===== src/gfx_pkg.sv =====
//******************
// shared widths, opcode and state enums,
// apb register offsets and the colour palette
//******************
package gfx_pkg;

    localparam int CIDXW = 2;       // colour index bits
    localparam int CHANW = 4;       // bits per colour channel
    localparam int CORDW = 10;      // signed coordinate bits
    localparam int RGBW  = 3*CHANW; // packed red, green, blue

    typedef enum logic [1:0] {
        OP_NOP      = 2'd0,
        OP_DRAW_TRI = 2'd1,
        OP_CLEAR    = 2'd2
    } gfx_op_t;

    typedef enum logic [2:0] {
        ST_IDLE,
        ST_EDGE_INIT,
        ST_EDGE_STEP,
        ST_CLEAR,
        ST_DONE
    } raster_state_t;

    // apb byte offsets
    localparam logic [7:0] REG_V0     = 8'h00;  // x in [7:0], y in [15:8]
    localparam logic [7:0] REG_V1     = 8'h04;
    localparam logic [7:0] REG_V2     = 8'h08;
    localparam logic [7:0] REG_COLR   = 8'h0C;  // index in [1:0]
    localparam logic [7:0] REG_CMD    = 8'h10;
    localparam logic [7:0] REG_STATUS = 8'h14;  // busy in bit 0

    // black, orange, green, blue
    localparam logic [RGBW-1:0] PALETTE [2**CIDXW] = '{
        12'h000, 12'hF80, 12'h0C0, 12'h05F
    };

endpackage


===== src/draw_cmd_decode.sv =====
//******************
// apb register block, decodes command
// writes into raster job starts
//******************
`timescale 1ns/1ps

module draw_cmd_decode import gfx_pkg::*; (
    input  logic                    clk_pix,
    input  logic                    reset,
    input  logic                    psel,
    input  logic                    penable,
    input  logic                    pwrite,
    input  logic [7:0]              paddr,
    input  logic [31:0]             pwdata,
    input  logic                    busy,
    output logic [31:0]             prdata,
    output logic                    pready,
    output logic                    pslverr,
    output logic                    start,
    output gfx_op_t                 op,
    output logic signed [CORDW-1:0] x0,
    output logic signed [CORDW-1:0] y0,
    output logic signed [CORDW-1:0] x1,
    output logic signed [CORDW-1:0] y1,
    output logic signed [CORDW-1:0] x2,
    output logic signed [CORDW-1:0] y2,
    output logic [CIDXW-1:0]        colr
);

    logic [15:0]      v0_q, v1_q, v2_q;  // {y, x} bytes
    logic [CIDXW-1:0] colr_q;
    logic             wr, mapped, cmd_wr, engine_busy, cmd_ok;
    gfx_op_t          cmd_op;

    assign wr          = psel && penable && pwrite;  // access phase
    assign mapped      = paddr inside {REG_V0, REG_V1, REG_V2, REG_COLR, REG_CMD, REG_STATUS};
    assign cmd_wr      = wr && (paddr == REG_CMD);
    assign engine_busy = busy || start;  // start cycle counts as busy
    assign cmd_ok      = cmd_wr && !engine_busy;
    assign pready      = 1'b1;            // no wait states
    assign pslverr     = wr && (!mapped || (cmd_wr && engine_busy));

    always_comb begin
        case (pwdata[1:0])
            2'd1:    cmd_op = OP_DRAW_TRI;
            2'd2:    cmd_op = OP_CLEAR;
            default: cmd_op = OP_NOP;
        endcase
    end

    always_ff @(posedge clk_pix) begin
        if (wr && !pslverr) begin
            case (paddr)
                REG_V0:   v0_q   <= pwdata[15:0];
                REG_V1:   v1_q   <= pwdata[15:0];
                REG_V2:   v2_q   <= pwdata[15:0];
                REG_COLR: colr_q <= pwdata[CIDXW-1:0];
                default:  ;  // cmd and status handled elsewhere
            endcase
        end
    end

    always_ff @(posedge clk_pix) begin
        if (reset) begin
            start <= 1'b0;
            op    <= OP_NOP;
        end else begin
            start <= cmd_ok && (cmd_op != OP_NOP);
            if (cmd_ok) op <= cmd_op;
        end
    end

    // job fields held for the whole job
    always_ff @(posedge clk_pix) begin
        if (cmd_ok) begin
            x0   <= CORDW'(v0_q[7:0]);
            y0   <= CORDW'(v0_q[15:8]);
            x1   <= CORDW'(v1_q[7:0]);
            y1   <= CORDW'(v1_q[15:8]);
            x2   <= CORDW'(v2_q[7:0]);
            y2   <= CORDW'(v2_q[15:8]);
            colr <= colr_q;
        end
    end

    always_comb begin
        case (paddr)
            REG_V0:     prdata = {16'h0, v0_q};
            REG_V1:     prdata = {16'h0, v1_q};
            REG_V2:     prdata = {16'h0, v2_q};
            REG_COLR:   prdata = 32'(colr_q);
            REG_CMD:    prdata = 32'(op);
            REG_STATUS: prdata = 32'(busy);
            default:    prdata = 32'h0;
        endcase
    end

    // a new job must never launch over a running one
    a_start_idle: assert property (@(posedge clk_pix) disable iff (reset)
        !(start && busy));
    a_penable_sel: assert property (@(posedge clk_pix) disable iff (reset)
        $rose(penable) |-> psel);

endmodule


===== config.mk =====
export PLATFORM = sky130hd
export DESIGN_NAME = draw_cmd_decode
export DESIGN_NICKNAME = d
export VERILOG_FILES = /design/src/gfx_pkg.sv /design/src/draw_cmd_decode.sv
export SDC_FILE = /design/constraint.sdc
export NUM_CORES = 1
export LEC_CHECK = 0
export ABC_AREA = 1
export BUFFER_PORTS_ARGS = -buffer_cell sky130_fd_sc_hd__buf_2
export CORE_ASPECT_RATIO = 0.7
export CORE_MARGIN = 8
export CORE_UTILIZATION = 49
export CTS_CLUSTER_SIZE = 20
export DETAILED_ROUTE_END_ITERATION = 8
export PLACE_DENSITY = 0.82
export RECOVER_POWER = 100
export SLEW_MARGIN = 10
export SYNTH_ARGS = -nofsm -noshare
export SYNTH_HDL_FRONTEND = slang
export SYNTH_SLANG_ARGS = --single-unit

===== constraint.sdc =====
create_clock -name clk_pix -period 2.38 [get_ports clk_pix]
set_input_delay 0.238 -clock clk_pix [delete_from_list [all_inputs] [get_ports clk_pix]]
set_output_delay 0.238 -clock clk_pix [all_outputs]
set_load 0.005 [all_outputs]

==> flow_summary.json <==
{
  "clockBufferDepth": 2,
  "cp.required_ns": 2.35,
  "worst-path-max-fanout": 11,
  "wire_per_inst_um": 17.9,
  "initial_core_util_pct": 51.1,
  "first_global_vias": 2676,
  "fin_crit_sh_pct": 80.0,
  "cts_resized": 0,
  "area_growth_pct": 17.2,
  "critical_path.max_stage_delay_ns": 0.45,
  "yosysWarnings": 0,
  "synth_seq_cells": 103,
  "netlist_instances": 287,
  "rsz0062_at_grt": "no",
  "drt_pass1_iterations": 4,
  "synth_cell_types": 22,
  "peakVddDrop_mv": 0.348,
  "fin_nets": 447,
  "regArea_um2": 3060,
  "grt_max_degree": 33,
  "cts_buffers": 9,
  "slew-limit-headroom_pct": 65.0,
  "r2r-end": "y2[0]",
  "whs_ns": 0.0971,
  "ioPinCount": 145,
  "status": "finished clean",
  "cpMaxStageDelayCell": "clkbuf_1",
  "worstSetupEndpointType": "register",
  "clk_latency_ns": 0.33,
  "vias": 2507,
  "drc": 0,
  "hold_class": "in2reg",
  "drive_above_1_share_pct": 15.6,
  "row_count": 27,
  "arrival_ns": 1.88,
  "p_seq_share_pct": 57.5,
  "crit_family": "buffers and inverters",
  "grt_overflow": 0,
  "nFillCells": 663,
  "first_iter_violations": 146,
  "tightest_slew_ns": 0.523,
  "setup-violations-final": 0,
  "vias_per_cell": 4.97,
  "synth.area.top_cells": "edfxtp_1, nand3_1, buf_4",
  "cts_hold_buf": 0,
  "clockPowerShare_pct": 39.8,
  "gr-usage-all-layers_pct": 15.3,
  "cp-startpoint": "start",
  "fmax_ghz": 0.525,
  "power.net_switching_uw": 706,
  "clk_pin_slew_ns": 0.07,
  "diodes": 0,
  "htreeDepth": 3,
  "switching_share_pct": 20.6,
  "postRouteWirelength_um": 9000,
  "p_per_area_nw_per_um2": 717,
  "cts-root-buf": "clkbuf_16",
  "dp_hpwl_um": 6690,
  "critPathLaunchType": "register",
  "rr_worst_depth": 4,
  "slew_viol_final": 0,
  "antenna_found_initial": 0,
  "crit_chain": "nor2_1 > nand3_1 > inv_1 > clkbuf_1",
  "gp_congestion": 0.828,
  "port_buffers": 99,
  "grt_pass1_wl_um": 13800,
  "cts_tree": "done",
  "rrSetupSlack_ns": 0.48,
  "syn_area_um2": 4080,
  "min_period_ns": 1.90,
  "rr_startpoint": "start",
  "pwr-share-comb_pct": 2.7,
  "ant_nets": 0,
  "avgSynthCellArea_um2": 14.2,
  "core_area_um2": 7970,
  "multiInputGateArea_um2": 719,
  "hold_viol": 0,
  "drv_cap": 0,
  "clock-sinks": 103,
  "crit_buf_inv": 2,
  "dieArea_um2": 11500,
  "synth_top_area_share_pct": 73.7,
  "cp_num_cells": 4,
  "fin_skew_ns": 0.00613,
  "p_int_uw": 2720,
  "yosysTopAreaCell": "edfxtp_1",
  "cts_setup_buffers": 0,
  "crit_path_end": "y2[0]",
  "dieWidth_um": 125,
  "leakagePower_uw": 0.00179,
  "synth_seq_area_share_pct": 75.2,
  "die_h_um": 92.3,
  "worstSetupPathType": "reg2reg",
  "tns_ns": 0
}
==> cell usage in the layout (no fill, tap or decap), drive strengths merged <==
cell and instances:
clkinvlp 2, inv 24, nand2 39, a21boi 1
o21ai 1, clkbuf 80, nor2 21, ha 2
and3 1, conb 29, clkinv 2, nor3 1
edfxtp 100, buf 40, nand3 55, dfxtp 3
nand4 2
==> per-stage QoR <==
step | setup WS (ns) | instances | cell area, um2 | utilization [%] | total power, uW
5_1_grt | 0.302 | 504 | 4780 | 59.9 | 3540
3_3_place_gp | 0.460 | 489 | 4610 | 57.9 | 2100
6_report | 0.475 | 504 | 4780 | 59.9 | 3420
2_1_floorplan | 0.280 | 314 | 4180 | - | 2090
3_5_place_dp | 0.460 | 489 | 4610 | 57.9 | 2100
4_1_cts | 0.617 | 504 | 4890 | 61.4 | 3450
==> power by group through the flow <==
stage          registers, uW  clock network, uW  logic (uW)
3_3_place_gp            2010                  0        85.8
2_1_floorplan           2010                  0        82.7
4_1_cts                 1970               1390        92.8
5_1_grt                 1970               1470         102
6_report                1970               1360        91.0
3_5_place_dp            2010                  0        92.5
==> sequential cells by signal, summed over array words and instances, names as in the netlist, 2 cells and up <==
signal,cells
x0,8
y2,8
v0_q,16
colr,2
y1,8
v1_q,16
v2_q,16
op,2
y0,8
colr_q,2
x2,8
x1,8
==> worst reg2reg max path, stage by stage, from the launching register on <==
cell and delay [ns]:
dfxtp_1 0.31, nor2_1 0.20, nand3_1 0.19, inv_1 0.39, clkbuf_1 0.45
==> synth_stat cells <==
master	count
dfxtp_1	3
and3_1	1
nand3_2	4
nor2_8	1
conb_1	2
inv_4	1
a21boi_0	1
inv_1	21
nor2_1	17
buf_6	5
edfxtp_1	100
nor2_2	1
nand4_1	2
nand2_1	35
buf_2	1
nor3_1	1
nor2_4	2
nand3_1	51
ha_1	2
o21ai_0	1
nand2_2	4
buf_4	31
==> cell families (layout without fill, tap and decap cells) <==
| group | Yosys count | count (layout) | share of synthesized area [%] |
|---|---|---|---|
| fa+ha+maj | 2 | 2 | 0.614 |
| flops | 103 | 103 | 75.2 |
| simple gates | 119 | 119 | 14.4 |
| buf+inv | 59 | 148 | 9.30 |
| other cells | 2 | 29 | 0.184 |
| compound gates | 2 | 2 | 0.307 |
==> layer usage <==
| metal | vias to the layer above | routed length [um] | track usage (%) | share of wire, % |
|---|---|---|---|---|
| met3 | 6 | 628 | 5.04 | 7.0 |
| li1 | 1167 | - | - | - |
| met2 | 90 | 4770 | 27.7 | 53 |
| met5 | - | 0 | 0 | 0 |
| met1 | 1244 | 3520 | 16.5 | 39 |
| met4 | 0 | 87 | 5.85 | 0.97 |
==> how the worst min path moves through the flow <==
stage / startpoint / endpoint / slack, ns / depth (start not counted)
6_report: reset / start / 0.1 / 2
5_1_grt: reset / start / 0.09 / 2
4_1_cts: reset / start / 0.08 / 2
3_5_place_dp: v2_q[7] / x2[7] / 0.44 / 0
3_3_place_gp: reset / start / 0.42 / 2
2_1_floorplan: reset / start / 0.31 / 1
==> final cells by class <==
type | instances | area share (%)
clock buffer | 9 | 4.71
clock inverter | 6 | 1.15
inverter | 22 | 1.78
multi-input combinational | 152 | 15.1
sequential | 103 | 64.1
tap | 101 | 2.65
timing repair buffer | 111 | 10.5
Power figures use the tool's default switching activity.
