===== src/gfx_pkg.sv =====
//******************
// shared widths, opcode and state enums,
// apb register offsets and the colour palette
//******************
package gfx_pkg;

    localparam int CIDXW = 2;       // colour index bits
    localparam int CHANW = 4;       // bits per colour channel
    localparam int CORDW = 10;      // signed coordinate bits
    localparam int RGBW  = 3*CHANW; // packed red, green, blue

    typedef enum logic [1:0] {
        OP_NOP      = 2'd0,
        OP_DRAW_TRI = 2'd1,
        OP_CLEAR    = 2'd2
    } gfx_op_t;

    typedef enum logic [2:0] {
        ST_IDLE,
        ST_EDGE_INIT,
        ST_EDGE_STEP,
        ST_CLEAR,
        ST_DONE
    } raster_state_t;

    // apb byte offsets
    localparam logic [7:0] REG_V0     = 8'h00;  // x in [7:0], y in [15:8]
    localparam logic [7:0] REG_V1     = 8'h04;
    localparam logic [7:0] REG_V2     = 8'h08;
    localparam logic [7:0] REG_COLR   = 8'h0C;  // index in [1:0]
    localparam logic [7:0] REG_CMD    = 8'h10;
    localparam logic [7:0] REG_STATUS = 8'h14;  // busy in bit 0

    // black, orange, green, blue
    localparam logic [RGBW-1:0] PALETTE [2**CIDXW] = '{
        12'h000, 12'hF80, 12'h0C0, 12'h05F
    };

endpackage


===== src/raster_engine.sv =====
//******************
// triangle outline line drawer and
// framebuffer clear sweeper
//******************
`timescale 1ns/1ps

module raster_engine import gfx_pkg::*; #(
    parameter int FB_WIDTH  = 160,
    parameter int FB_HEIGHT = 90
) (
    input  logic                    clk_pix,
    input  logic                    reset,
    input  logic                    start,
    input  gfx_op_t                 op,
    input  logic signed [CORDW-1:0] x0,
    input  logic signed [CORDW-1:0] y0,
    input  logic signed [CORDW-1:0] x1,
    input  logic signed [CORDW-1:0] y1,
    input  logic signed [CORDW-1:0] x2,
    input  logic signed [CORDW-1:0] y2,
    input  logic [CIDXW-1:0]        colr,
    output logic                    busy,
    output logic                    we,
    output logic signed [CORDW-1:0] wx,
    output logic signed [CORDW-1:0] wy,
    output logic [CIDXW-1:0]        wcidx
);

    raster_state_t            state;
    logic [1:0]               edge_idx;  // 0: v0-v1, 1: v1-v2, 2: v2-v0
    logic signed [CORDW-1:0]  x, y, xe, ye;
    logic signed [CORDW-1:0]  ax, ay, bx, by;
    logic signed [CORDW:0]    ddx, ddy, adx, ady, dx, dy;
    logic signed [CORDW+1:0]  err, err_nx;
    logic signed [CORDW+2:0]  e2;
    logic                     x_neg, y_neg, step_x, step_y;

    always_comb begin
        case (edge_idx)
            2'd0:    begin ax = x0; ay = y0; bx = x1; by = y1; end
            2'd1:    begin ax = x1; ay = y1; bx = x2; by = y2; end
            default: begin ax = x2; ay = y2; bx = x0; by = y0; end
        endcase
    end

    assign ddx = bx - ax;
    assign ddy = by - ay;
    assign adx = (ddx < 0) ? -ddx : ddx;
    assign ady = (ddy < 0) ? -ddy : ddy;

    // error term step, dy is held negative
    assign e2     = {err, 1'b0};
    assign step_x = (e2 >= dy);
    assign step_y = (e2 <= dx);

    always_comb begin
        err_nx = err;
        if (step_x) err_nx = err_nx + dy;
        if (step_y) err_nx = err_nx + dx;
    end

    always_ff @(posedge clk_pix) begin
        if (reset) begin
            state    <= ST_IDLE;
            edge_idx <= 2'd0;
        end else begin
            case (state)
                ST_IDLE: begin
                    edge_idx <= 2'd0;
                    x        <= '0;
                    y        <= '0;
                    if (start && op == OP_DRAW_TRI) state <= ST_EDGE_INIT;
                    if (start && op == OP_CLEAR)    state <= ST_CLEAR;
                end
                ST_EDGE_INIT: begin  // load one edge
                    x     <= ax;
                    y     <= ay;
                    xe    <= bx;
                    ye    <= by;
                    x_neg <= (ddx < 0);
                    y_neg <= (ddy < 0);
                    dx    <= adx;
                    dy    <= -ady;
                    err   <= adx - ady;
                    state <= ST_EDGE_STEP;
                end
                ST_EDGE_STEP: begin  // one pixel per cycle
                    if (x == xe && y == ye) begin
                        edge_idx <= edge_idx + 1'b1;
                        state    <= (edge_idx == 2'd2) ? ST_DONE : ST_EDGE_INIT;
                    end else begin
                        err <= err_nx;
                        if (step_x) x <= x_neg ? x - 1'b1 : x + 1'b1;
                        if (step_y) y <= y_neg ? y - 1'b1 : y + 1'b1;
                    end
                end
                ST_CLEAR: begin  // raster order sweep
                    if (x == FB_WIDTH-1) begin
                        x <= '0;
                        y <= y + 1'b1;
                        if (y == FB_HEIGHT-1) state <= ST_DONE;
                    end else begin
                        x <= x + 1'b1;
                    end
                end
                default: state <= ST_IDLE;  // done
            endcase
        end
    end

    assign busy  = (state != ST_IDLE);
    assign we    = (state == ST_EDGE_STEP) || (state == ST_CLEAR);
    assign wx    = x;
    assign wy    = y;
    assign wcidx = colr;

    a_draw_bbox: assert property (@(posedge clk_pix) disable iff (reset)
        (we && state == ST_EDGE_STEP) |->
            (wx >= x0 || wx >= x1 || wx >= x2) && (wx <= x0 || wx <= x1 || wx <= x2) &&
            (wy >= y0 || wy >= y1 || wy >= y2) && (wy <= y0 || wy <= y1 || wy <= y2));
    a_we_busy: assert property (@(posedge clk_pix) disable iff (reset) we |-> busy);

endmodule


===== config.mk =====
export PLATFORM = sky130hd
export DESIGN_NAME = raster_engine
export DESIGN_NICKNAME = d
export VERILOG_FILES = /design/src/gfx_pkg.sv /design/src/raster_engine.sv
export SDC_FILE = /design/constraint.sdc
export NUM_CORES = 1
export LEC_CHECK = 0
export BUFFER_PORTS_ARGS = -buffer_cell sky130_fd_sc_hd__buf_2
export CORE_ASPECT_RATIO = 2
export CORE_MARGIN = 2
export CORE_UTILIZATION = 50
export CTS_CLUSTER_DIAMETER = 50
export DETAILED_ROUTE_END_ITERATION = 8
export PLACE_DENSITY = 0.72
export SETUP_SLACK_MARGIN = 0.2
export SYNTH_ARGS = -nofsm -noshare
export SYNTH_HDL_FRONTEND = slang
export SYNTH_SLANG_ARGS = --single-unit

===== constraint.sdc =====
create_clock -name clk_pix -period 6.1 [get_ports clk_pix]
set_input_delay 0.61 -clock clk_pix [delete_from_list [all_inputs] [get_ports clk_pix]]
set_output_delay 0.61 -clock clk_pix [all_outputs]
set_load 0.01 [all_outputs]

==> run summary <==
The flow ran to the end, and the final reports show no timing, DRC or antenna violations. Counting every instance in the synthesized netlist gives 1,055. After synthesis, the cell types taking the most area are edfxtp_1 (25%), ha_1 (11%), xnor2_1 (6.5%). The endpoint identified for the worst register-to-register timing path is err[9].

Counting the fill cells in the layout gives 1,617. TritonCTS built the clock tree. Power spread over the standard cell area amounts to 410 nW/µm².

The worst slew margin relative to its limit is 39.4%, and the number of sinks on the clock net is 81. Across the routed clock network, the largest skew measured is 8.22 ps. The main combinational cell family by area after synthesis was compound AO/OA/AOI/OAI gates. Clock-pin slew was measured on the worst setup and hold paths at 60 ps. The final weighted congestion in routability-driven placement is 0.971.

The setup-violating endpoint count in the final report is 0, and the growth of design area from synthesis to finish is 11.4%. The worst register-to-register path has a setup slack of 480 ps. The tools report the sequential-to-total area share from yosys stat as 26.6%. 91 I/O pins were placed.

For this run, design rule violations remaining after detail routing come to 0. Setup repair after global routing left no endpoint under its margin. In the synthesized netlist the dominant register cell turns out to be edfxtp_1. For this block, the via count after detailed routing is 8,345.

The run gives 6160 ps as the data required time of the critical path. The share of the synthesized area in compound gates (AO/OA/AOI/OAI) came out at 22.9%. The tree is rooted in a clkbuf_16. The parity-gate share of the synthesized area counting xor and xnor cells was 10.6%; the number of flops mapped to enable cells by yosys was 76. The worst setup path is captured at a register. Counting both buffers and inverters, the worst setup path holds a total of 5. The die is 193 µm tall. After the last flow step, the layout net total stands at 1,273. The number of register bits inferred by synthesis is 81.

For the pin with the worst max-slew slack, the measured transition is 909 ps. The largest individual stage delay along the critical path comes from the cell mux2_2. The number of hold buffers added after CTS was 0. The first TritonRoute pass finished after 5 iterations. Worst hold path cell count: 2. By count the netlist is led by nand2_1 (98), a21oi_1 (82), ha_1 (82).

The most numerous cell in the Yosys netlist is nand2_1. The share of synthesized area in the top cell type comes to 25.5%. Number of pins with negative max-slew slack in the final report: 0.

The tools report the number of hold violations in the final report as 0. The maximum clock frequency is 178 MHz, and the leakage dissipation is 0.00429 µW. The cell accounting for the most synthesized area was edfxtp_1. The largest single stage delay on the critical path is 380 ps. The tools report the total grt overflow as 0. The final period utilization is 92.1%, and the minimum clock period after layout is 5620 ps.

In the synthesized netlist the async set-or-reset flop fraction comes to 0%. After detailed routing, the number of vias per cell comes to 6.24. After Yosys synthesis, and, or, nand and nor cells account for 19.0% of the synthesized area.

In this run the core area contains 69 standard-cell rows. The clock reaches the later pin of the worst-skew pair after 350 ps. The maximum vdd drop was 0.000250 V. The path class of the tightest hold or removal check is reg -> reg.

The run gives 5680 ps as the arrival time of the worst setup path. The maximum number of pins on one net before global-route repair was 41. Across the run, the number of max-cap violations was 0. The tools report the detailed router's first-iteration violation count as 494.

Setup total negative slack on the finished layout was measured at 0 ps. The depth of the most critical reg-to-reg path works out to 27. The most numerous cell on the critical path is inv_1. The first global-routing pass estimated 41.7 mm of wire. The final layout contains routed wiring with a total length of 27.0 mm.

The critical path's top delay family is compound AO/OA/AOI/OAI gates. The setup path with the least slack is of type reg -> reg. The run gives 27.7% as the overall fraction of global-route tracks in use. In this run the critical register-to-register path is launched from edge_idx[0]. For this configuration, the core starts out at a cell density of 50.6%. The logs give 56.4% for the utilization after layout and 8,260 for the via count of the first global-routing pass. Maximum fanout encountered on the critical timing path: 13. The fraction of the mapped netlist area in adder cells works out to 12.6%.

CTS built an H-tree with a depth of 3. The startpoint identified for the worst hold timing path is edge_idx[0]. The logs give 191 ps for the placement-stage worst setup slack and 0 for the number of warnings issued by yosys. In this run, CTS created clock tree buffers numbering 9. The average instance in the mapped netlist occupies 8.49 µm². After layout, the worst setup slack is 482 ps. The region available for standard cell placement spans 17,700 µm². The tools report the diode insertion count for antenna repair as 0. The maximum buffer depth of the clock tree was 2. For hold timing, the worst endpoint is edge_idx[0]. The routed wire length per instance is 20.2 µm, and the summed instance area of the synthesized netlist is 8950 µm². On the final layout, the worst hold slack is 528 ps. Once detail routing completed, the nets flagged for antenna violations numbered 0. The category of the worst setup path launch point is a register.

The tools report the HPWL after detailed placement as 21.8 mm. The floorplan step defined a die boundary enclosing 19,100 µm². The distinct cell type count after synthesis is 86, and the mux contribution to synthesized area is 2.42%. Measured along the x axis, the die boundary spans 98.6 µm. The synthesized net count was 1,209; the fraction of layout instances using a drive strength above 1 was 15.1%. The quantity of I/O buffers inserted on ports came out at 86. The run gives 0 as the number of antenna violations at the first check in global routing.
==> area by class of cell <==
cell class	instances	area, µm²	share of cell area (%)
flip-flops and latches	81	2380	23.9
inverters	71	267	2.67
repair buffers	111	616	6.17
clock buffers	9	225	2.26
clock inverters	7	106	1.07
well taps	213	267	2.67
multi-input cells	845	6120	61.3
==> flip-flops by register name (all words and copies together), names as in the netlist, 2 cells and up <==
| register | count |
|---|---|
| ye | 10 |
| wy | 10 |
| wx | 10 |
| dx | 11 |
| dy | 11 |
| state | 3 |
| err | 12 |
| xe | 10 |
| edge_idx | 2 |
==> layout by cell type, fill, tap and decap left out, types with 5 or more instances in the layout <==
master and count:
nand2_1 98, buf_2 87, ha_1 80, a21oi_1 79
edfxtp_1 76, inv_1 70, xnor2_1 66, nor2_1 55
xor2_1 41, o21ai_0 37, nor3_1 30, nand3_1 25
buf_4 24, a22o_1 21, a21o_1 20, nand2b_1 19
a22oi_1 19, a31oi_1 14, mux2_2 13, and2_1 13
nor2b_1 10, o22ai_1 10, o21a_1 9, nand3b_1 9
and3_1 9, nand4_1 9, clkbuf_16 9, o21ai_1 8
mux2i_1 7, a211oi_1 7, or3_1 7, o221ai_1 7
o21bai_1 6, a21boi_0 6, o211ai_1 5, a211o_1 5
o31ai_1 5, dfxtp_1 5
==> where the power goes <==
part           total [µW]  switching (µW)  internal [µW]  leakage, µW
sequential           1080             244            834     0.000751
combinational        2400            1350           1050      0.00337
clock                 610             243            366     0.000163
==> worst max-delay path by stage <==
stage,startpoint,end,depth (start not counted)
CTS,edge_idx[0],err[11],25
detailed placement,edge_idx[0],err[11],25
floorplan,edge_idx[0],err[10],32
finish,edge_idx[0],err[9],27
global placement,edge_idx[0],err[9],26
global route,edge_idx[0],err[9],27
==> per-stage QoR <==
step	total power [µW]	std cells	instance area, µm²
floorplan	2800	1055	8990
global placement	3400	1314	9560
detailed placement	3460	1314	9560
CTS	4080	1330	9900
global route	4400	1337	9980
finish	4090	1337	9980
==> worst min-delay path, cell delays in order, from the launching register on <==
cell and delay (ps):
dfxtp_1 350, nand3_1 80, a21oi_1 50
==> repair_timing <==
action                     CTS  global route
pin swaps                    0             2
gates resized for setup      1             4
setup buffers                0             7
setup endpoints to repair    2             4
==> cell families (layout without fill, tap and decap cells) <==
kind of cell | after synthesis | after routing
flip-flops | 81 | 81
AO/OA/AOI/OAI | 303 | 303
AND/OR/NAND/NOR | 327 | 327
XOR/XNOR | 108 | 108
multiplexers | 20 | 20
buffers and inverters | 129 | 198
adder cells (fa/ha/maj) | 87 | 87
==> per-layer routing <==
layer	part of all wire (%)	wire (µm)	GRT usage, %	vias to the layer above
met5	0	0	0	-
met2	56	15100	54.3	286
met1	33	8940	25.9	3962
li1	-	-	-	4008
met3	3.4	909	2.31	89
met4	7.8	2120	19.0	0
No activity file was read; power rests on OpenSTA's default activity.
