--- config.mk ---
export PLATFORM = sky130hd
export DESIGN_NAME = display_timings
export DESIGN_NICKNAME = d
export VERILOG_FILES = /design/src/gfx_pkg.sv /design/src/display_timings.sv
export SDC_FILE = /design/constraint.sdc
export NUM_CORES = 1
export LEC_CHECK = 0
export ABC_CLOCK_PERIOD_IN_PS = 2700
export BUFFER_PORTS_ARGS = -buffer_cell sky130_fd_sc_hd__buf_2
export CORE_ASPECT_RATIO = 1.25
export CORE_MARGIN = 1
export CORE_UTILIZATION = 55
export CTS_CLUSTER_SIZE = 28
export DETAILED_ROUTE_END_ITERATION = 10
export HOLD_SLACK_MARGIN = 0.05
export MAX_ROUTING_LAYER = met4
export PLACE_DENSITY_LB_ADDON = 0.1
export SYNTH_ARGS = -nofsm -noshare
export SYNTH_HDL_FRONTEND = slang
export SYNTH_SLANG_ARGS = --single-unit
--- constraint.sdc ---
create_clock -name clk_pix -period 2.7 [get_ports clk_pix]
set_clock_uncertainty 0.05 [all_clocks]
set_input_delay 0.405 -clock clk_pix [delete_from_list [all_inputs] [get_ports clk_pix]]
set_output_delay 0.405 -clock clk_pix [all_outputs]
set_load 0.02 [all_outputs]
--- src/gfx_pkg.sv ---
//******************
// shared widths, opcode and state enums,
// apb register offsets and the colour palette
//******************
package gfx_pkg;

    localparam int CIDXW = 2;       // colour index bits
    localparam int CHANW = 4;       // bits per colour channel
    localparam int CORDW = 10;      // signed coordinate bits
    localparam int RGBW  = 3*CHANW; // packed red, green, blue

    typedef enum logic [1:0] {
        OP_NOP      = 2'd0,
        OP_DRAW_TRI = 2'd1,
        OP_CLEAR    = 2'd2
    } gfx_op_t;

    typedef enum logic [2:0] {
        ST_IDLE,
        ST_EDGE_INIT,
        ST_EDGE_STEP,
        ST_CLEAR,
        ST_DONE
    } raster_state_t;

    // apb byte offsets
    localparam logic [7:0] REG_V0     = 8'h00;  // x in [7:0], y in [15:8]
    localparam logic [7:0] REG_V1     = 8'h04;
    localparam logic [7:0] REG_V2     = 8'h08;
    localparam logic [7:0] REG_COLR   = 8'h0C;  // index in [1:0]
    localparam logic [7:0] REG_CMD    = 8'h10;
    localparam logic [7:0] REG_STATUS = 8'h14;  // busy in bit 0

    // black, orange, green, blue
    localparam logic [RGBW-1:0] PALETTE [2**CIDXW] = '{
        12'h000, 12'hF80, 12'h0C0, 12'h05F
    };

endpackage

--- src/display_timings.sv ---
//******************
// display timing generator, counters,
// sync pulses, data enable and strobes
//******************
`timescale 1ns/1ps

module display_timings import gfx_pkg::*; #(
    parameter int FB_WIDTH  = 160,
    parameter int FB_HEIGHT = 90,
    parameter int FB_SCALE  = 4,
    parameter int H_FP      = 16,
    parameter int H_SYNC    = 96,
    parameter int H_BP      = 48,
    parameter int V_FP      = 10,
    parameter int V_SYNC    = 2,
    parameter int V_BP      = 33
) (
    input  logic                    clk_pix,
    input  logic                    reset,
    output logic signed [CORDW-1:0] sx,
    output logic signed [CORDW-1:0] sy,
    output logic                    hsync,
    output logic                    vsync,
    output logic                    de,
    output logic                    frame,
    output logic                    line
);

    // blanking runs at negative positions, active area starts at 0
    localparam int H_STA  = -(H_FP + H_SYNC + H_BP);
    localparam int HS_STA = H_STA + H_FP;
    localparam int HS_END = HS_STA + H_SYNC;
    localparam int H_END  = FB_WIDTH*FB_SCALE - 1;
    localparam int V_STA  = -(V_FP + V_SYNC + V_BP);
    localparam int VS_STA = V_STA + V_FP;
    localparam int VS_END = VS_STA + V_SYNC;
    localparam int V_END  = FB_HEIGHT*FB_SCALE - 1;
    localparam int CW     = CORDW + 2;  // headroom for the full scan range

    logic signed [CW-1:0] h_cnt;
    logic signed [CW-1:0] v_cnt;

    always_ff @(posedge clk_pix) begin
        if (reset) begin
            h_cnt <= CW'(H_STA);
            v_cnt <= CW'(V_STA);
        end else if (h_cnt == H_END) begin
            h_cnt <= CW'(H_STA);
            v_cnt <= (v_cnt == V_END) ? CW'(V_STA) : v_cnt + 1'b1;
        end else begin
            h_cnt <= h_cnt + 1'b1;
        end
    end

    assign sx    = h_cnt[CORDW-1:0];
    assign sy    = v_cnt[CORDW-1:0];
    assign hsync = (h_cnt >= HS_STA) && (h_cnt < HS_END);  // active high
    assign vsync = (v_cnt >= VS_STA) && (v_cnt < VS_END);
    assign de    = (h_cnt >= 0) && (v_cnt >= 0);
    assign line  = (h_cnt == H_STA);
    assign frame = (h_cnt == H_STA) && (v_cnt == V_STA);

    a_scan_bounds: assert property (@(posedge clk_pix) disable iff (reset)
        (h_cnt <= H_END) && (v_cnt <= V_END));

endmodule

==> flow_summary.json, run 1 <==
{
  "cp.required_ns": 2.91,
  "die_y_um": 59.7,
  "grt.busiest_layer": "met2",
  "worstSetupEndpointType": "register",
  "synth_simple_gate_area_share_pct": 33.6,
  "grt_util_met3_pct": 3.93,
  "vias": 1245,
  "hold_buffers": 0,
  "pwr-share-comb_pct": 7.5,
  "die_w_um": 48.1,
  "power_density_nw_per_um2": 393,
  "drt_wl_total_mm": 2.93,
  "worstPathCellList": "or4b_1 -> or4_1 -> or4_1 -> nand3_1",
  "critPathKind": "register to register",
  "cp_slowest_cell": "or4b_1",
  "grt.met1_usage_pct": 27.8,
  "clkPwrFrac_pct": 31.7,
  "crit_path_max_fanout": 8,
  "period_share_pct": 88.0,
  "clock_insertion_delay_worst_skew_ns": 0.31,
  "cts-root-buf": "clkbuf_4",
  "swShare_pct": 23.5,
  "final.min_clock_period_ns": 2.38,
  "synthAdderAreaFrac_pct": 4.27,
  "yosys_warnings": 0,
  "vias_per_cell": 5.63,
  "cts_buffer_depth": 2,
  "tightest_slew_ns": 0.723,
  "fmax_ghz": 0.421,
  "synth_edf_count": 0,
  "vdd_ir_drop_max_mv": 0.281,
  "start_util_pct": 59.1,
  "p_total_uw": 596,
  "relSlewSlack_pct": 51.8,
  "hp-class": "input pin to register",
  "drtIter0Drc": 26,
  "async_reset_ff_share_pct": 0,
  "cap_violations": 0,
  "dpl.hpwl_mm": 2.20,
  "cpPeakStageDelay_ns": 0.65,
  "post_cts_buffers": 0,
  "synth-seq-area-share_pct": 32.8,
  "ys_seq_elements": 24,
  "synth_xor_area_share_pct": 7.78,
  "htree_levels": 1,
  "setup_tns_ns": 0,
  "leakage_nw": 0.615,
  "synth_top_area_cell": "dfxtp_1",
  "rows": 20,
  "drtAntennaViolNets": 0,
  "dieArea_um2": 2870,
  "synth-compound-area-share_pct": 6.84,
  "synth_top_family_by_area": "simple AND/OR/NAND/NOR gates",
  "status": "complete, no violations",
  "syn_nets": 189,
  "grt_pass1_wl_mm": 4.56,
  "timing.critical_path.mode_cell": "or4_1",
  "p_seq_share_pct": 60.8,
  "cts_num_sinks": 24,
  "synthFlopType": "dfxtp_1",
  "syn_area_per_cell_um2": 8.04,
  "nets": 196,
  "antenna_found_initial": 0,
  "num_io_pins": 27,
  "rsz0062_at_grt": "false",
  "io_buffers": 26,
  "track_usage_pct": 22.9,
  "cts.clk_slew.worst_paths_ns": 0.13,
  "gp_congestion": 0.841,
  "cp-start-kind": "register",
  "numCtsBuffers": 3,
  "synth_cell_types": 36,
  "final_max_slew_viol_count": 0,
  "cts_tree": "built",
  "p_int_uw": 456,
  "drt-wirelength-per-cell_um": 13.3,
  "p_switching_uw": 140,
  "grt_pass1_vias": 1054,
  "grt_max_degree": 14,
  "layout-drive-gt1-share_pct": 21.3,
  "drcViolationCount": 0,
  "yosys.area.top_type_share_pct": 32.8,
  "coreArea_um2": 2480,
  "crit_buf_inv": 0,
  "grt_util_met2_pct": 36.4,
  "netlist_instances": 182,
  "synth_area_um2": 1460,
  "timing.hold.ws_ns": 0.315,
  "n_antenna_cell": 0,
  "post_cts_resized": 0,
  "worst_path_dominant_cell_family": "simple AND/OR/NAND/NOR gates",
  "grt-ovfl-total": 0,
  "worst_ep_arrival_time_ns": 2.59,
  "synth.area.mux_share_pct": 0.684,
  "setup_viol": 0,
  "hold_viol": 0,
  "drtPass1Iterations": 4,
  "synthTopCellsByArea": "dfxtp_1 33%, buf_4 10%, xor2_1 5.4%",
  "area_delta_synth_final_pct": 3.76
}
state kept, by name, summed over array words and instances (netlist names):
signal / count
v_cnt: 12
h_cnt: 12
synthesized netlist by cell type (2+ instances only):
| cell | instances |
|---|---|
| nor4_1 | 8 |
| a21boi_0 | 2 |
| xnor2_1 | 4 |
| nand2b_1 | 3 |
| buf_4 | 20 |
| and4_1 | 2 |
| xor2_1 | 9 |
| or4_1 | 3 |
| dfxtp_1 | 24 |
| or3_1 | 3 |
| nand4_1 | 10 |
| or3_2 | 2 |
| inv_1 | 6 |
| a21oi_1 | 6 |
| ha_1 | 5 |
| and2_1 | 5 |
| nand4b_1 | 3 |
| nand3_1 | 11 |
| nor2_1 | 13 |
| nand2_1 | 17 |
| o21ai_0 | 6 |
| clkbuf_1 | 6 |
metal layers:
| metal | wire [um] | share of wire (%) | vias to the layer above |
|---|---|---|---|
| met5 | 0 | 0 | - |
| met4 | 18 | 0.61 | 0 |
| met3 | 59 | 2.0 | 2 |
| met2 | 1460 | 50 | 25 |
| met1 | 1390 | 48 | 583 |
| li1 | - | - | 635 |
placed cells by master, fill, tap and decap left out, types with 6 or more instances in the layout:
master	synthesis	final
xor2_1	9	9
buf_2	1	26
dfxtp_1	24	24
inv_1	6	6
nand2_1	17	17
a21oi_1	6	6
o21ai_0	6	6
nand4_1	10	10
nor4_1	8	8
nand3_1	11	11
nor2_1	13	13
path summary, 6_finish.rpt:
check / end / slack (ns) / cells after the start / start
worst max-delay path: v_cnt[10] / 0.32 / 4 / h_cnt[8]
worst min-delay path: h_cnt[2] / 0.31 / 2 / reset
worst max register to register: v_cnt[10] / 0.32 / 4 / h_cnt[8]
worst min register to register: h_cnt[0] / 0.44 / 1 / h_cnt[0]
per-stage QoR:
| stage | std cells | cell area [um2] | utilization (%) | worst slack [ns] |
|---|---|---|---|---|
| global placement | 217 | 1480 | 59.8 | 0.391 |
| finish | 221 | 1520 | 61.3 | 0.325 |
| CTS | 221 | 1520 | 61.3 | 0.333 |
| detailed placement | 217 | 1480 | 59.8 | 0.358 |
| global route | 221 | 1520 | 61.3 | 0.208 |
| floorplan | 182 | 1460 | - | 0.443 |
layout make-up:
cell class / count / area [um2]
clock buffers: 4 / 36.3
inverters: 6 / 22.5
fillers: 240 / 958
repair buffers: 30 / 160
flip-flops and latches: 24 / 480
well taps: 33 / 41.3
multi-input cells: 124 / 778
cells by family (layout without fill, tap and decap cells):
group / count (synthesis) / count (layout)
AO/OA/AOI/OAI: 17 / 17
multiplexers: 1 / 1
buffers and inverters: 34 / 40
flip-flops: 24 / 24
XOR/XNOR: 13 / 13
AND/OR/NAND/NOR: 88 / 88
adder cells (fa/ha/maj): 5 / 5
power by group through the flow:
| stage | logic, mW | clock network [mW] | registers (mW) |
|---|---|---|---|
| after floorplan | 0.0360 | 0 | 0.370 |
| after global placement | 0.0445 | 0 | 0.370 |
| after detailed placement | 0.0449 | 0 | 0.370 |
| after CTS | 0.0452 | 0.192 | 0.363 |
| after global routing | 0.0481 | 0.204 | 0.364 |
| final | 0.0446 | 0.189 | 0.363 |
No activity file was read; power rests on OpenSTA's default activity.
==> inputs of run 2 (changes only) <==
MAX_ROUTING_LAYER = unset   (was met4)
==> flow_summary.json, run 2 (same netlist as run 1, synthesis figures left out) <==
{
  "tightest_slew_ns": 0.729,
  "post_cts_resized": 0,
  "vias": 1238,
  "seqCellArea_um2": 480,
  "track_usage_pct": 22.2,
  "die_w_um": 48.1,
  "cp_slowest_cell": "or4b_1",
  "final_max_slew_viol_count": 0,
  "vias_per_cell": 5.60,
  "area_delta_synth_final_pct": 3.76,
  "nets": 196,
  "rows": 20,
  "worst_path_dominant_cell_family": "simple AND/OR/NAND/NOR gates",
  "grt_pass1_wl_mm": 4.56,
  "cpPeakStageDelay_ns": 0.65,
  "coreArea_um2": 2480,
  "critPathKind": "register to register",
  "drtAntennaViolNets": 0,
  "antenna_found_initial": 0,
  "setup_viol": 0,
  "num_io_pins": 27,
  "clock_insertion_delay_worst_skew_ns": 0.31,
  "cts_buffer_depth": 2,
  "io_buffers": 26,
  "worst_ep_arrival_time_ns": 2.59,
  "swShare_pct": 23.6,
  "vdd_ir_drop_max_mv": 0.282,
  "dpl.hpwl_mm": 2.20,
  "p_seq_share_pct": 60.8,
  "rsz0062_at_grt": "false",
  "timing.critical_path.mode_cell": "or4_1",
  "die_y_um": 59.7,
  "numCtsBuffers": 3,
  "htree_levels": 1,
  "nFillCells": 240,
  "multi_input_area_um2": 778,
  "grt_pass1_vias": 1053,
  "cp-start-kind": "register",
  "cap_violations": 0,
  "hold_buffers": 0,
  "gp_congestion": 0.829,
  "hp-class": "input pin to register",
  "final_cell_mix": "26 x buf_2, 24 x dfxtp_1, 17 x nand2_1",
  "worstSetupEndpointType": "register",
  "cp.required_ns": 2.91,
  "period_share_pct": 88.2,
  "hold_viol": 0,
  "drt_wl_total_mm": 2.94,
  "p_switching_uw": 141,
  "n_antenna_cell": 0,
  "worstPathCellList": "or4b_1 -> or4_1 -> or4_1 -> nand3_1",
  "final.min_clock_period_ns": 2.38,
  "cts.clk_slew.worst_paths_ns": 0.13,
  "post_cts_buffers": 0,
  "grt_max_degree": 14,
  "power_density_nw_per_um2": 393,
  "drtIter0Drc": 28,
  "cts_num_sinks": 24,
  "crit_buf_inv": 0,
  "drtPass1Iterations": 4,
  "start_util_pct": 59.1,
  "cts-root-buf": "clkbuf_4",
  "p_total_uw": 596,
  "crit_path_max_fanout": 8,
  "cts_tree": "built",
  "drt-wirelength-per-cell_um": 13.3,
  "leakage_nw": 0.615,
  "status": "complete, no violations",
  "setup_tns_ns": 0,
  "reg.largest.list": "h_cnt (12), v_cnt (12)",
  "pwr-share-comb_pct": 7.5,
  "drcViolationCount": 0,
  "p_int_uw": 456,
  "layout-drive-gt1-share_pct": 21.3,
  "grt-ovfl-total": 0,
  "fmax_ghz": 0.420,
  "dieArea_um2": 2870,
  "clkPwrFrac_pct": 31.7,
  "relSlewSlack_pct": 51.4,
  "mostFrequentLayoutCell": "buf_2"
}
run 2: cell counts in the layout (fill, tap and decap cells not counted):
Identical to the previous run, type by type.
run 2: per-layer routing:
layer	wire length [um]	vias to the layer above	part of all wire, %	GRT usage (%)
met4	19	0	0.65	9.13
met2	1480	21	50	36.4
met3	63	2	2.1	3.93
li1	-	634	-	-
met5	0	-	0	0
met1	1380	581	47	27.8
run 2: path summary, 6_finish.rpt:
| check | start | endpoint | slack [ns] | cells past startpoint |
|---|---|---|---|---|
| hold reg to reg | h_cnt[0] | h_cnt[0] | 0.44 | 1 |
| setup / recovery | h_cnt[8] | v_cnt[10] | 0.32 | 4 |
| setup reg to reg | h_cnt[8] | v_cnt[10] | 0.32 | 4 |
| hold / removal | reset | h_cnt[2] | 0.31 | 2 |
run 2: worst register-to-register path, stage by stage (launching register included):
cell and delay (ns):
dfxtp_1 0.38, or4b_1 0.65, or4_1 0.64, or4_1 0.53
nand3_1 0.09
run 2: power by group through the flow:
stage | clock (mW) | combinational (mW) | sequential [mW]
floorplan | 0 | 0.0360 | 0.370
global placement | 0 | 0.0445 | 0.370
detailed placement | 0 | 0.0449 | 0.370
CTS | 0.192 | 0.0452 | 0.363
global route | 0.204 | 0.0481 | 0.364
finish | 0.189 | 0.0447 | 0.363
run 2: per-stage QoR:
step	cells	worst slack, ns	utilization (%)	instance area (um2)	hold WS [ns]
2_1_floorplan	182	0.443	-	1460	0.387
3_3_place_gp	217	0.391	59.8	1480	0.406
3_5_place_dp	217	0.358	59.8	1480	0.421
4_1_cts	221	0.333	61.3	1520	0.305
5_1_grt	221	0.208	61.3	1520	0.302
6_report	221	0.319	61.3	1520	0.315
run 2: cell type report:
class,instances,area share [%]
clock buffers,4,2.39
inverters,6,1.48
multi-input cells,124,51.2
flip-flops and latches,24,31.6
well taps,33,2.72
repair buffers,30,10.5
